<file path="src/source/tap_pkg.sv">
// Shared TAP widths, instruction codes and controller states; codes outside this list act as bypass
package tap_pkg;

   // **********************************************************
   // Register lengths
   // **********************************************************
   localparam int unsigned ir_width     = 4;
   localparam int unsigned ctrl_width   = 8;
   localparam int unsigned status_width = 16;

   typedef logic [ir_width-1:0]     ir_t;
   typedef logic [ctrl_width-1:0]   ctrl_t;
   typedef logic [status_width-1:0] status_t;

   // **********************************************************
   // Instruction codes
   // **********************************************************
   // Bypass is all ones and is also the instruction after reset
   localparam ir_t instr_bypass = '1;
   localparam ir_t instr_ctrl   = 4'h2;
   localparam ir_t instr_status = 4'h3;

   // Fixed pattern seen on TDO during every IR scan
   localparam ir_t ir_capture_value = 4'b0001;

   // Control register value after reset or test-logic-reset
   localparam ctrl_t ctrl_reset_value = 8'h5A;

   // **********************************************************
   // TAP controller states, standard 16-state diagram
   // **********************************************************
   typedef enum logic [3:0] {
      st_test_logic_reset, st_run_test_idle,
      st_select_dr_scan,   st_capture_dr,  st_shift_dr,  st_exit1_dr,
      st_pause_dr,         st_exit2_dr,    st_update_dr,
      st_select_ir_scan,   st_capture_ir,  st_shift_ir,  st_exit1_ir,
      st_pause_ir,         st_exit2_ir,    st_update_ir
   } tap_state_t;

endpackage

</file>
<file path="src/source/tap_fsm.sv">
// TAP controller; strobes are decoded from the state register and last one full TCK cycle each
`timescale 1ns/100ps

module tap_fsm
(
   input  logic atappris_tck,
   input  logic reset_b,
   input  logic atappris_tms,
   output logic tlrs,
   output logic capture_dr,
   output logic shift_dr,
   output logic update_dr,
   output logic capture_ir,
   output logic shift_ir,
   output logic update_ir,
   output logic shift_any
);

   import tap_pkg::*;

   tap_state_t state;
   tap_state_t state_nxt;

   // **********************************************************
   // Next state, follows TMS
   // **********************************************************
   always_comb
   begin
      case (state)
         st_test_logic_reset : state_nxt = atappris_tms ? st_test_logic_reset : st_run_test_idle;
         st_run_test_idle    : state_nxt = atappris_tms ? st_select_dr_scan : st_run_test_idle;
         // DR column
         st_select_dr_scan   : state_nxt = atappris_tms ? st_select_ir_scan : st_capture_dr;
         st_capture_dr       : state_nxt = atappris_tms ? st_exit1_dr : st_shift_dr;
         st_shift_dr         : state_nxt = atappris_tms ? st_exit1_dr : st_shift_dr;
         st_exit1_dr         : state_nxt = atappris_tms ? st_update_dr : st_pause_dr;
         st_pause_dr         : state_nxt = atappris_tms ? st_exit2_dr : st_pause_dr;
         st_exit2_dr         : state_nxt = atappris_tms ? st_update_dr : st_shift_dr;
         st_update_dr        : state_nxt = atappris_tms ? st_select_dr_scan : st_run_test_idle;
         // IR column
         st_select_ir_scan   : state_nxt = atappris_tms ? st_test_logic_reset : st_capture_ir;
         st_capture_ir       : state_nxt = atappris_tms ? st_exit1_ir : st_shift_ir;
         st_shift_ir         : state_nxt = atappris_tms ? st_exit1_ir : st_shift_ir;
         st_exit1_ir         : state_nxt = atappris_tms ? st_update_ir : st_pause_ir;
         st_pause_ir         : state_nxt = atappris_tms ? st_exit2_ir : st_pause_ir;
         st_exit2_ir         : state_nxt = atappris_tms ? st_update_ir : st_shift_ir;
         st_update_ir        : state_nxt = atappris_tms ? st_select_dr_scan : st_run_test_idle;
         default             : state_nxt = st_test_logic_reset;
      endcase
   end

   // **********************************************************
   // State register
   // **********************************************************
   // Any state reaches test-logic-reset after at most five TMS highs
   always_ff @(posedge atappris_tck or negedge reset_b)
   begin
      if (!reset_b)
      begin
         state <= st_test_logic_reset;
      end
      else
      begin
         state <= state_nxt;
      end
   end

   // **********************************************************
   // Strobe decode
   // **********************************************************
   // Pure state decode so each strobe spans exactly its state
   assign tlrs       = (state == st_test_logic_reset);
   assign capture_dr = (state == st_capture_dr);
   assign shift_dr   = (state == st_shift_dr);
   assign update_dr  = (state == st_update_dr);
   assign capture_ir = (state == st_capture_ir);
   assign shift_ir   = (state == st_shift_ir);
   assign update_ir  = (state == st_update_ir);

   // Either shift state, used by the TDO stage
   assign shift_any  = shift_dr | shift_ir;

endmodule

</file>
<file path="src/source/tap_instr_reg.sv">
// Instruction path with decode, bypass bit and TDO stage; unknown codes fall back to bypass
`timescale 1ns/100ps

module tap_instr_reg
(
   input  logic atappris_tck,
   input  logic reset_b,
   input  logic atappris_tdi,
   input  logic tlrs,
   input  logic capture_ir,
   input  logic shift_ir,
   input  logic update_ir,
   input  logic capture_dr,
   input  logic shift_dr,
   input  logic shift_any,
   input  logic ctrl_drout,
   input  logic status_drout,
   output logic ctrl_select,
   output logic status_select,
   output logic atappris_tdo,
   output logic atappris_tdo_en
);

   import tap_pkg::*;

   ir_t  ir_shift;
   ir_t  ir_current;
   logic bypass_select;
   logic bypass_bit;
   logic dr_bit;

   // **********************************************************
   // Instruction shift register
   // **********************************************************
   // Capture loads the fixed 0001 pattern, shift is LSB first
   always_ff @(posedge atappris_tck or negedge reset_b)
   begin
      if (!reset_b)
      begin
         ir_shift <= ir_capture_value;
      end
      else if (capture_ir)
      begin
         ir_shift <= ir_capture_value;
      end
      else if (shift_ir)
      begin
         ir_shift <= {atappris_tdi, ir_shift[ir_width-1:1]};
      end
   end

   // Current instruction, loaded mid-cycle in update-IR
   always_ff @(negedge atappris_tck or negedge reset_b)
   begin
      if (!reset_b)
      begin
         ir_current <= instr_bypass;
      end
      else if (tlrs)
      begin
         ir_current <= instr_bypass;
      end
      else if (update_ir)
      begin
         ir_current <= ir_shift;
      end
   end

   // **********************************************************
   // Decode
   // **********************************************************
   assign ctrl_select   = (ir_current == instr_ctrl);
   assign status_select = (ir_current == instr_status);
   // Everything else, including unused codes
   assign bypass_select = ~ctrl_select & ~status_select;

   // Bypass flop, one bit of delay from TDI to TDO
   always_ff @(posedge atappris_tck or negedge reset_b)
   begin
      if (!reset_b)
      begin
         bypass_bit <= 1'b0;
      end
      else if (capture_dr & bypass_select)
      begin
         bypass_bit <= 1'b0;
      end
      else if (shift_dr & bypass_select)
      begin
         bypass_bit <= atappris_tdi;
      end
   end

   // **********************************************************
   // TDO stage
   // **********************************************************
   // Data side pick follows the current instruction
   assign dr_bit = ctrl_select   ? ctrl_drout   :
                   status_select ? status_drout : bypass_bit;

   // Falling edge register so TDO is stable at the host's rising edge
   always_ff @(negedge atappris_tck or negedge reset_b)
   begin
      if (!reset_b)
      begin
         atappris_tdo    <= 1'b0;
         atappris_tdo_en <= 1'b0;
      end
      else
      begin
         atappris_tdo    <= shift_ir ? ir_shift[0] : (shift_any & dr_bit);
         atappris_tdo_en <= shift_any;
      end
   end

endmodule

</file>
<file path="src/source/tap_data_reg.sv">
// Generic test data register; mask bit 1 captures data_in, 0 loops data_out back on capture
`timescale 1ns/100ps

module tap_data_reg
#(
   parameter int unsigned            width                 = 8,
   parameter logic [width-1:0]       reset_value           = '0,
   parameter logic [width-1:0]       capture_from_pin_mask = '0
)
(
   input  logic             atappris_tck,
   input  logic             reset_b,
   input  logic             tlrs,
   input  logic             atappris_tdi,
   input  logic             drselect,
   input  logic             capture_dr,
   input  logic             shift_dr,
   input  logic             update_dr,
   input  logic [width-1:0] data_in,
   output logic             drout,
   output logic [width-1:0] data_out
);

   logic [width-1:0] shift_reg;
   logic [width-1:0] capture_mix;
   logic [width-1:0] shift_nxt;

   // **********************************************************
   // Capture source, per bit pin or loopback
   // **********************************************************
   assign capture_mix = (data_in & capture_from_pin_mask) | (data_out & ~capture_from_pin_mask);

   // TDI enters at the top, a 1-bit register just takes TDI
   generate
      if (width > 1)
      begin : g_wide
         assign shift_nxt = {atappris_tdi, shift_reg[width-1:1]};
      end
      else
      begin : g_single
         assign shift_nxt = atappris_tdi;
      end
   endgenerate

   // **********************************************************
   // Shift register
   // **********************************************************
   always_ff @(posedge atappris_tck or negedge reset_b)
   begin
      if (!reset_b)
      begin
         shift_reg <= reset_value;
      end
      else if (tlrs)
      begin
         shift_reg <= reset_value;
      end
      else if (capture_dr & drselect)
      begin
         shift_reg <= capture_mix;
      end
      else if (shift_dr & drselect)
      begin
         shift_reg <= shift_nxt;
      end
   end

   // Bit 0 goes to the TDO multiplexer
   assign drout = shift_reg[0];

   // Parallel output, loaded on the falling edge inside update-DR
   always_ff @(negedge atappris_tck or negedge reset_b)
   begin
      if (!reset_b)
      begin
         data_out <= reset_value;
      end
      else if (tlrs)
      begin
         data_out <= reset_value;
      end
      else if (update_dr & drselect)
      begin
         data_out <= shift_reg;
      end
   end

endmodule

</file>
<file path="src/source/tap_top.sv">
// TAP top with control and status registers only; no IDCODE, boundary scan or TAP chaining
`timescale 1ns/100ps

module tap_top
#(
   parameter tap_pkg::ctrl_t ctrl_reset = tap_pkg::ctrl_reset_value
)
(
   input  logic             atappris_tck,
   input  logic             reset_b,
   input  logic             atappris_tms,
   input  logic             atappris_tdi,
   input  tap_pkg::status_t status_in,
   output logic             atappris_tdo,
   output logic             atappris_tdo_en,
   output tap_pkg::ctrl_t   ctrl_out
);

   import tap_pkg::*;

   // Controller strobes
   logic tlrs;
   logic capture_dr;
   logic shift_dr;
   logic update_dr;
   logic capture_ir;
   logic shift_ir;
   logic update_ir;
   logic shift_any;

   // Decode and serial return paths
   logic ctrl_select;
   logic status_select;
   logic ctrl_drout;
   logic status_drout;

   // **********************************************************
   // Controller
   // **********************************************************
   tap_fsm i_tap_fsm (
      .atappris_tck (atappris_tck),
      .reset_b      (reset_b),
      .atappris_tms (atappris_tms),
      .tlrs         (tlrs),
      .capture_dr   (capture_dr),
      .shift_dr     (shift_dr),
      .update_dr    (update_dr),
      .capture_ir   (capture_ir),
      .shift_ir     (shift_ir),
      .update_ir    (update_ir),
      .shift_any    (shift_any)
   );

   // **********************************************************
   // Instruction path and TDO stage
   // **********************************************************
   tap_instr_reg i_tap_instr_reg (
      .atappris_tck    (atappris_tck),
      .reset_b         (reset_b),
      .atappris_tdi    (atappris_tdi),
      .tlrs            (tlrs),
      .capture_ir      (capture_ir),
      .shift_ir        (shift_ir),
      .update_ir       (update_ir),
      .capture_dr      (capture_dr),
      .shift_dr        (shift_dr),
      .shift_any       (shift_any),
      .ctrl_drout      (ctrl_drout),
      .status_drout    (status_drout),
      .ctrl_select     (ctrl_select),
      .status_select   (status_select),
      .atappris_tdo    (atappris_tdo),
      .atappris_tdo_en (atappris_tdo_en)
   );

   // **********************************************************
   // Data registers
   // **********************************************************
   // Control, full loopback, data_in only closes the port
   tap_data_reg #(
      .width                 (ctrl_width),
      .reset_value           (ctrl_reset),
      .capture_from_pin_mask ({ctrl_width{1'b0}})
   ) i_ctrl_reg (
      .atappris_tck (atappris_tck),
      .reset_b      (reset_b),
      .tlrs         (tlrs),
      .atappris_tdi (atappris_tdi),
      .drselect     (ctrl_select),
      .capture_dr   (capture_dr),
      .shift_dr     (shift_dr),
      .update_dr    (update_dr),
      .data_in      (ctrl_out),
      .drout        (ctrl_drout),
      .data_out     (ctrl_out)
   );

   // Status, every bit from the pins
   tap_data_reg #(
      .width                 (status_width),
      .reset_value           ({status_width{1'b0}}),
      .capture_from_pin_mask ({status_width{1'b1}})
   ) i_status_reg (
      .atappris_tck (atappris_tck),
      .reset_b      (reset_b),
      .tlrs         (tlrs),
      .atappris_tdi (atappris_tdi),
      .drselect     (status_select),
      .capture_dr   (capture_dr),
      .shift_dr     (shift_dr),
      .update_dr    (update_dr),
      .data_in      (status_in),
      .drout        (status_drout),
      .data_out     ()
   );

endmodule

</file>
<file path="config.mk">
export PLATFORM = sky130hd
export DESIGN_NAME = tap_top
export DESIGN_NICKNAME = d
export VERILOG_FILES = /design/src/source/tap_pkg.sv /design/src/source/tap_fsm.sv /design/src/source/tap_instr_reg.sv /design/src/source/tap_data_reg.sv /design/src/source/tap_top.sv
export SDC_FILE = /design/constraint.sdc
export NUM_CORES = 1
export LEC_CHECK = 0
export ABC_CLOCK_PERIOD_IN_PS = 4460
export CAP_MARGIN = 30
export CORE_UTILIZATION = 40
export DETAILED_ROUTE_END_ITERATION = 10
export DONT_BUFFER_PORTS = 1
export GPL_TIMING_DRIVEN = 0
export PLACE_DENSITY_LB_ADDON = 0.12
export SYNTH_ARGS = -nofsm -noshare
export SYNTH_HDL_FRONTEND = slang
export SYNTH_SLANG_ARGS = --single-unit
</file>
<file path="constraint.sdc">
create_clock -name atappris_tck -period 4.46 [get_ports atappris_tck]
set_input_delay 0.892 -clock atappris_tck [delete_from_list [all_inputs] [get_ports atappris_tck]]
set_output_delay 0.892 -clock atappris_tck [all_outputs]
set_load 0.03 [all_outputs]
</file>
==> impl_metrics.env, run 1 <==
export IMPL_synth_edf_count=0
export IMPL_ctsHoldBuffers=0
export IMPL_initial_core_util_pct=41.7
export IMPL_drc_errors=0
export IMPL_dieArea_mm2=0.00652
export IMPL_p_sw_mw=0.739
export IMPL_power_frac_clock_pct=18.8
export IMPL_cts_buffers=5
export IMPL_slew_headroom_pct=47.2
export IMPL_io_pins=30
export IMPL_routedWlPerCell_um=16.0
export IMPL_crit_fanout=3
export IMPL_pwr_share_seq_pct=43.1
export IMPL_synth_top_area_share_pct=28.2
export IMPL_antenna_found_initial=0
export IMPL_cts_resized_gates=0
export IMPL_final_max_slew_violation_count=0
export IMPL_synth_top_cell_by_area="dfrtp_1"
export IMPL_swShare_pct=41.0
export IMPL_clkSinkCount=47
export IMPL_cp_arrival_ns=3.23
export IMPL_clk_pin_slew_ns=0.10
export IMPL_clock_path_buffers=2
export IMPL_yosysWarnings=0
export IMPL_ctsRootBufferMaster="clkbuf_8"
export IMPL_nets=282
export IMPL_ys_seq_elements=47
export IMPL_cts_tree="yes"
export IMPL_fin_worst_skew_ns=0.0675
export IMPL_critPathRequiredTime_ns=3.57
export IMPL_drtAntennaViolNets=0
export IMPL_viasPerCell=5.62
export IMPL_powerDensity_mw_per_mm2=663
export IMPL_cts_setup_buffers=0
export IMPL_track_usage_pct=18.4
export IMPL_drt_iter0_markers=96
export IMPL_io_buffer_count=0
export IMPL_syn_area_mm2=0.00248
export IMPL_crit_type="reg -> out"
export IMPL_rsz0062_at_grt="false"
export IMPL_yosysSeqAreaShare_pct=48.0
export IMPL_clk_latency_ns=0.37
export IMPL_drt_total_wl_um=5400
export IMPL_synthTopCellsByArea="dfrtp_1, dfstp_2, mux2i_1, dfrtn_1, nand3_1"
export IMPL_drive_above_1_share_pct=19.4
export IMPL_antennaDiodeCount=0
export IMPL_fin_setup_tns_ns=0
export IMPL_hpwlAfterDp_um=3770
export IMPL_combPwrFrac_pct=38.1
export IMPL_hold_viol_final=0
export IMPL_status="finished clean"
export IMPL_drtPass1Iterations=5
export IMPL_hold_class="in -> async"
export IMPL_setup_viol=0
export IMPL_largest_register_ffs=16
export IMPL_crit_path_start_kind="register"
export IMPL_maxCapViolations=0
export IMPL_async_flop_share_pct=100
export IMPL_end_kind="output port"
export IMPL_vdd_ir_drop_max_v=0.000247
export IMPL_num_fill_cells=589
export IMPL_core_area_mm2=0.00596
export IMPL_avgSynthCellArea_um2=10.0
export IMPL_die_w_um=80.8
export IMPL_final_util_pct=45.6
export IMPL_grt_max_degree=48
export IMPL_overflow=0
export IMPL_p_int_mw=1.06
export IMPL_max_slew_worst_pin_slew_ns=0.786
export IMPL_grt_pass1_wl_um=9090
export IMPL_grt_pass1_vias=1887
export IMPL_fp_row_count=28
export IMPL_syn_num_nets=268
export IMPL_synth_distinct_cells=39
export IMPL_syn_inst=248
export IMPL_vias=1899
export IMPL_cellLeakagePower_nw=1.11
export IMPL_ys_flop_type="dfrtp_1"
export IMPL_syn_to_final_growth_pct=9.32
export IMPL_die_h_um=80.8
export IMPL_place_congestion=0.761
export IMPL_htree_levels=2
-- synthesized netlist by cell type (2+ instances only) --
master	n
nor3_1	6
buf_2	3
dfrtn_1	6
a31oi_1	6
o21ai_2	10
a22oi_1	3
dfstp_2	13
a31o_1	2
o21ai_1	13
o21ai_0	17
nand2_1	29
nor2b_1	2
nor2_1	12
a21oi_1	11
clkbuf_1	7
o31ai_1	2
o211ai_1	3
buf_6	7
dfrtp_1	28
inv_1	8
nand3_1	25
mux2i_1	18
-- per-stage QoR --
stage	hold slack (ns)	worst slack (ns)	power, mW	std cells	instance area [µm²]
after floorplan	0.454	0.733	1.34	248	2480
after global placement	0.467	0.543	1.47	323	2580
after detailed placement	0.476	0.523	1.48	323	2580
after CTS	0.253	0.326	1.81	338	2710
after global routing	0.239	0.305	1.94	338	2710
final	0.270	0.337	1.80	338	2710
-- logic make-up (layout without fill, tap and decap cells) --
group,Yosys count,after routing,synth area share [%]
buf+inv,27,42,7.01
mux,18,18,7.26
xor+xnor,1,1,0.353
compound gates,74,74,20.0
flops,47,47,48.0
simple gates,81,81,17.4
-- layout by cell type, fill, tap and decap left out, types with 2 or more instances in the layout --
| cell type | n |
|---|---|
| a21oi_1 | 11 |
| a22oi_1 | 3 |
| a31o_1 | 2 |
| a31oi_1 | 6 |
| buf_2 | 3 |
| buf_6 | 7 |
| clkbuf_1 | 7 |
| clkbuf_8 | 5 |
| dfrtn_1 | 6 |
| dfrtp_1 | 28 |
| dfstp_2 | 13 |
| inv_1 | 15 |
| mux2i_1 | 18 |
| nand2_1 | 29 |
| nand3_1 | 25 |
| nor2_1 | 12 |
| nor2b_1 | 2 |
| nor3_1 | 6 |
| o211ai_1 | 3 |
| o21ai_0 | 17 |
| o21ai_1 | 13 |
| o21ai_2 | 10 |
| o31ai_1 | 2 |
-- cell type report --
type / count / area, µm² / area share, %
multi-input combinational: 174 / 1120 / 41.1
clock buffer: 6 / 93.8 / 3.46
buffer: 18 / 140 / 5.16
sequential: 47 / 1190 / 43.9
inverter: 8 / 30.0 / 1.11
clock inverter: 10 / 47.5 / 1.75
tap: 75 / 93.8 / 3.46
-- path summary, 6_finish.rpt --
path	slack (ns)	start	depth (start not counted)	endpoint
max in group asynchronous	1.80	reset_b	0	i_ctrl_reg.data_out[3]$_DFFE_NN1P_
min in group atappris_tck	0.50	i_tap_instr_reg.ir_shift[0]$_DFFE_PN1N_	2	i_tap_instr_reg.ir_shift[0]$_DFFE_PN1N_
hold / removal	0.27	reset_b	0	i_tap_instr_reg.ir_shift[1]$_DFFE_PN0N_
hold reg to reg	0.50	i_tap_instr_reg.ir_shift[0]$_DFFE_PN1N_	2	i_tap_instr_reg.ir_shift[0]$_DFFE_PN1N_
setup reg to reg	0.55	i_tap_fsm.state[1]$_DFF_PN0_	6	i_ctrl_reg.data_out[5]$_DFFE_NN0P_
setup / recovery	0.34	i_ctrl_reg.data_out[6]$_DFFE_NN1P_	0	ctrl_out[6]
-- worst register-to-register path, delay by kind of cell (launching register included) --
| kind | cells | cell delay (ns) |
|---|---|---|
| AOI/OAI and AO/OA | 1 | 0.07 |
| buffers and inverters | 2 | 0.50 |
| and+or+nand+nor | 3 | 0.60 |
| DFF | 1 | 0.38 |
-- metal layers --
layer / up-vias / global-route usage, % / routed length (µm) / share of wire [%]
li1: 922 / - / - / -
met1: 932 / 25.4 / 2630 / 49
met2: 41 / 28.6 / 2440 / 45
met3: 4 / 4.72 / 277 / 5.1
met4: 0 / 5.36 / 52 / 0.96
met5: - / 0 / 0 / 0
-- power by group through the flow --
stage               sequential (mW)  clock (mW)  combinational (mW)
global placement              0.781      0.0124               0.673
CTS                           0.778       0.345               0.690
global route                  0.801       0.371               0.770
detailed placement            0.785      0.0124               0.686
floorplan                     0.752      0.0124               0.572
finish                        0.776       0.338               0.686
No activity file was read; power rests on OpenSTA's default activity.
==> inputs of run 2 (changes only) <==
--- a/config.mk
+++ b/config.mk
@@ -5,9 +5,9 @@
 export SDC_FILE = /design/constraint.sdc
 export NUM_CORES = 1
 export LEC_CHECK = 0
-export ABC_CLOCK_PERIOD_IN_PS = 4460
+export ABC_CLOCK_PERIOD_IN_PS = 3910
 export CAP_MARGIN = 30
-export CORE_UTILIZATION = 40
+export CORE_UTILIZATION = 63
 export DETAILED_ROUTE_END_ITERATION = 10
 export DONT_BUFFER_PORTS = 1
 export GPL_TIMING_DRIVEN = 0
==> constraint.sdc (replaced) <==
create_clock -name atappris_tck -period 3.91 [get_ports atappris_tck]
set_input_delay 0.782 -clock atappris_tck [delete_from_list [all_inputs] [get_ports atappris_tck]]
set_output_delay 0.782 -clock atappris_tck [all_outputs]
set_load 0.03 [all_outputs]
==> impl_metrics.env, run 2 (synthesized netlist as in run 1, its figures left out) <==
export IMPL_status="finished clean"
export IMPL_track_usage_pct=26.2
export IMPL_reg2regPathDepth=6
export IMPL_io_buffer_count=0
export IMPL_syn_to_final_growth_pct=8.06
export IMPL_clk_latency_ns=0.37
export IMPL_fin_worst_skew_ns=0.0746
export IMPL_antenna_found_initial=0
export IMPL_ctsHoldBuffers=0
export IMPL_routedWlPerCell_um=15.9
export IMPL_slew_headroom_pct=52.4
export IMPL_grt_pass1_wl_um=8380
export IMPL_fp_row_count=22
export IMPL_drt_iter0_markers=219
export IMPL_grt_max_degree=48
export IMPL_grt_pass1_vias=1799
export IMPL_initial_core_util_pct=66.8
export IMPL_startpoint="i_ctrl_reg.data_out[6]$_DFFE_NN1P_"
export IMPL_viasPerCell=6.20
export IMPL_core_area_mm2=0.00372
export IMPL_crit_path_start_kind="register"
export IMPL_grt_most_used_layer="met2"
export IMPL_layout_commonest_cell="nand2_1"
export IMPL_vdd_ir_drop_max_v=0.000426
export IMPL_rsz0062_at_grt="false"
export IMPL_rr_startpoint="i_tap_fsm.state[1]$_DFF_PN0_"
export IMPL_end_kind="output port"
export IMPL_clkSinkCount=47
export IMPL_clock_path_buffers=2
export IMPL_cp_depth=0
export IMPL_final_util_pct=72.2
export IMPL_r2r_setup_slack_ns=0.27
export IMPL_placed_area_mm2=0.00254
export IMPL_clk_pin_slew_ns=0.10
export IMPL_crit_type="reg -> out"
export IMPL_ctsRootBufferMaster="clkbuf_8"
export IMPL_final_cell_mix="nand2_1, dfrtp_1, nand3_1"
export IMPL_grt_use_met2_pct=41.1
export IMPL_largest_register_ffs=16
export IMPL_max_slew_worst_pin_slew_ns=0.708
export IMPL_cts_setup_buffers=0
export IMPL_vias=1929
export IMPL_drive_above_1_share_pct=19.4
export IMPL_fin_setup_tns_ns=0
export IMPL_htree_levels=2
export IMPL_stdcell_area_mm2=0.00268
export IMPL_grtUsageMet3_pct=6.16
export IMPL_hpwlAfterDp_um=3450
export IMPL_setup_ws_ns=0.183
export IMPL_place_ws_ns=0.271
export IMPL_cts_resized_gates=0
export IMPL_drtPass1Iterations=4
export IMPL_cp_arrival_ns=2.95
export IMPL_drt_total_wl_um=4950
export IMPL_die_w_um=64.8
export IMPL_drc_errors=0
export IMPL_final_max_slew_violation_count=0
export IMPL_hold_class="in -> async"
export IMPL_crit_fanout=3
export IMPL_seq_area_mm2=0.00119
export IMPL_powerDensity_mw_per_mm2=770
export IMPL_cellLeakagePower_nw=1.11
export IMPL_critPathRequiredTime_ns=3.13
export IMPL_maxCapViolations=0
export IMPL_setup_viol=0
export IMPL_overflow=0
export IMPL_hold_viol_final=0
export IMPL_cts_tree="yes"
export IMPL_dieArea_mm2=0.00420
export IMPL_multi_input_area_mm2=0.00112
export IMPL_nets=282
export IMPL_place_congestion=0.883
export IMPL_num_fill_cells=299
export IMPL_antennaDiodeCount=0
export IMPL_grt_met1_usage_pct=35.8
export IMPL_die_h_um=64.8
export IMPL_cts_buffers=5
export IMPL_io_pins=30
export IMPL_drtAntennaViolNets=0
==> run 2: cell count changes in the layout (fill, tap and decap cells not counted) <==
| cell | before | now |
|---|---|---|
| bufinv_16 | 0 | 1 |
| clkbuf_16 | 1 | 0 |
| clkinv_4 | 0 | 1 |
| inv_8 | 1 | 0 |
==> run 2: metrics by stage <==
stage	std cells	hold WS [ns]	power [mW]
2_1_floorplan	248	0.454	1.52
3_3_place_gp	296	0.466	1.65
3_5_place_dp	296	0.475	1.68
4_1_cts	311	0.153	2.07
5_1_grt	311	0.137	2.21
6_report	311	0.158	2.07
==> run 2: final timing paths <==
check	to
min in group atappris_tck	i_tap_instr_reg.bypass_bit$_DFFE_PN0P_
setup / recovery	ctrl_out[6]
hold / removal	i_ctrl_reg.shift_reg[5]$_DFFE_PN0P_
hold reg to reg	i_tap_instr_reg.bypass_bit$_DFFE_PN0P_
max in group asynchronous	i_tap_instr_reg.ir_current[0]$_DFFE_NN1P_
setup reg to reg	i_ctrl_reg.data_out[5]$_DFFE_NN0P_
==> run 2: layout make-up <==
class                           instances  area share [%]
Sequential cell                        47            44.4
Tap cell                               48            2.24
Inverter                                8            1.12
Buffer                                 18            5.22
Clock buffer                            5            2.57
Clock inverter                         11            2.80
Multi-Input combinational cell        174            41.6
==> run 2: power by group <==
group | internal, mW | leakage (nW) | switching (mW)
sequential | 0.711 | 0.593 | 0.172
combinational | 0.319 | 0.417 | 0.464
clock | 0.203 | 0.101 | 0.196
total | 1.23 | 1.11 | 0.832
==> run 2: metal layers <==
layer,vias up,wire length (µm)
met2,70,2300
li1,920,-
met1,928,2270
met3,11,309
met5,-,0
met4,0,70
==> inputs of run 3 (changes only) <==
--- a/config.mk
+++ b/config.mk
@@ -7,7 +7,7 @@
 export LEC_CHECK = 0
 export ABC_CLOCK_PERIOD_IN_PS = 3910
 export CAP_MARGIN = 30
-export CORE_UTILIZATION = 63
+export CORE_UTILIZATION = 32
 export DETAILED_ROUTE_END_ITERATION = 10
 export DONT_BUFFER_PORTS = 1
 export GPL_TIMING_DRIVEN = 0
==> impl_metrics.env, run 3 (synthesized netlist as in run 1, its figures left out) <==
export IMPL_cts_tree="yes"
export IMPL_drtAntennaViolNets=0
export IMPL_pwr_share_seq_pct=43.7
export IMPL_multi_input_area_mm2=0.00112
export IMPL_clock_path_buffers=2
export IMPL_grt_pass1_wl_um=9670
export IMPL_status="finished clean"
export IMPL_power_frac_clock_pct=17.8
export IMPL_num_fill_cells=769
export IMPL_maxCapViolations=0
export IMPL_setup_viol=0
export IMPL_viasPerCell=5.23
export IMPL_powerDensity_mw_per_mm2=741
export IMPL_final_max_slew_violation_count=0
export IMPL_overflow=0
export IMPL_dieArea_mm2=0.00811
export IMPL_ctsRootBufferMaster="clkbuf_8"
export IMPL_io_buffer_count=0
export IMPL_die_w_um=90.1
export IMPL_drt_iter0_markers=119
export IMPL_clk_latency_ns=0.36
export IMPL_core_area_mm2=0.00737
export IMPL_cts_resized_gates=0
export IMPL_die_h_um=90.1
export IMPL_drive_above_1_share_pct=18.6
export IMPL_fp_row_count=31
export IMPL_cp_arrival_ns=2.95
export IMPL_clkSinkCount=47
export IMPL_antenna_found_initial=0
export IMPL_end_kind="output port"
export IMPL_track_usage_pct=15.0
export IMPL_max_slew_worst_pin_slew_ns=0.783
export IMPL_vias=1893
export IMPL_cts_buffers=5
export IMPL_crit_fanout=3
export IMPL_ctsHoldBuffers=0
export IMPL_grt_pass1_vias=1886
export IMPL_p_sw_mw=0.823
export IMPL_critPathRequiredTime_ns=3.13
export IMPL_seq_area_mm2=0.00119
export IMPL_rsz0062_at_grt="false"
export IMPL_drc_errors=0
export IMPL_cts_setup_buffers=0
export IMPL_crit_type="reg -> out"
export IMPL_fin_total_pwr_mw=2.03
export IMPL_swShare_pct=40.6
export IMPL_layout_commonest_cell="nand2_1"
export IMPL_io_pins=30
export IMPL_fin_worst_skew_ns=0.0654
export IMPL_drt_total_wl_um=5640
export IMPL_htree_levels=2
export IMPL_nets=282
export IMPL_cellLeakagePower_nw=1.10
export IMPL_fin_setup_tns_ns=0
export IMPL_hpwlAfterDp_um=3950
export IMPL_hold_viol_final=0
export IMPL_syn_to_final_growth_pct=10.1
export IMPL_place_congestion=0.821
export IMPL_hold_class="in -> async"
export IMPL_combPwrFrac_pct=38.5
export IMPL_slew_headroom_pct=47.4
export IMPL_routedWlPerCell_um=15.6
export IMPL_clk_pin_slew_ns=0.09
export IMPL_final_cell_mix="nand2_1, dfrtp_1, nand3_1"
export IMPL_antennaDiodeCount=0
export IMPL_largest_register_ffs=16
export IMPL_crit_path_start_kind="register"
export IMPL_drtPass1Iterations=5
export IMPL_grt_max_degree=48
export IMPL_initial_core_util_pct=33.7
export IMPL_vdd_ir_drop_max_v=0.000219
export IMPL_p_int_mw=1.20
run 3: cell count changes in the layout (fill, tap and decap cells not counted):
cell       change
bufinv_16      -1
clkbuf_1       +1
clkbuf_16      +1
clkinv_1       +1
clkinv_4       -1
inv_4          -1
run 3: layout make-up:
class                      count  share of cell area (%)
clock buffer                   7                    3.57
clock inverter                 9                    1.24
multi-input combinational    174                    40.8
buffer                        18                    5.13
inverter                       8                    1.10
sequential                    47                    43.6
tap                           99                    4.53
run 3: metrics by stage:
step	hold WS, ns	instance area (µm²)	utilization, %	std cells	worst slack [ns]
5_1_grt	0.141	2730	37.1	362	0.0615
2_1_floorplan	0.454	2480	-	248	0.484
6_report	0.169	2730	37.1	362	0.181
4_1_cts	0.155	2730	37.1	362	0.171
3_5_place_dp	0.476	2610	35.4	347	0.237
3_3_place_gp	0.466	2610	35.4	347	0.237
run 3: layer usage:
layer,GRT usage [%],up-vias,wire [µm]
li1,-,913,-
met1,19.7,936,2700
met2,23.5,40,2600
met3,4.31,4,273
met4,5.24,0,63
met5,0,-,0
run 3: power by group through the flow:
stage	registers (mW)	clock network (mW)	logic, mW
after global routing	0.914	0.399	0.879
after CTS	0.890	0.376	0.784
after global placement	0.895	0.0142	0.771
after floorplan	0.858	0.0142	0.653
after detailed placement	0.898	0.0142	0.780
final	0.886	0.361	0.780
run 3: worst paths after layout:
check / start / slack [ns] / cells past startpoint / to
setup / recovery: i_ctrl_reg.data_out[6]$_DFFE_NN1P_ / 0.18 / 0 / ctrl_out[6]
hold / removal: reset_b / 0.17 / 0 / i_tap_fsm.state[2]$_DFF_PN0_
setup reg to reg: i_tap_fsm.state[0]$_DFF_PN0_ / 0.25 / 6 / i_ctrl_reg.data_out[5]$_DFFE_NN0P_
hold reg to reg: i_tap_instr_reg.bypass_bit$_DFFE_PN0P_ / 0.50 / 2 / i_tap_instr_reg.bypass_bit$_DFFE_PN0P_
max in group asynchronous: reset_b / 1.62 / 0 / i_tap_instr_reg.ir_current[0]$_DFFE_NN1P_
min in group atappris_tck: i_tap_instr_reg.bypass_bit$_DFFE_PN0P_ / 0.50 / 2 / i_tap_instr_reg.bypass_bit$_DFFE_PN0P_
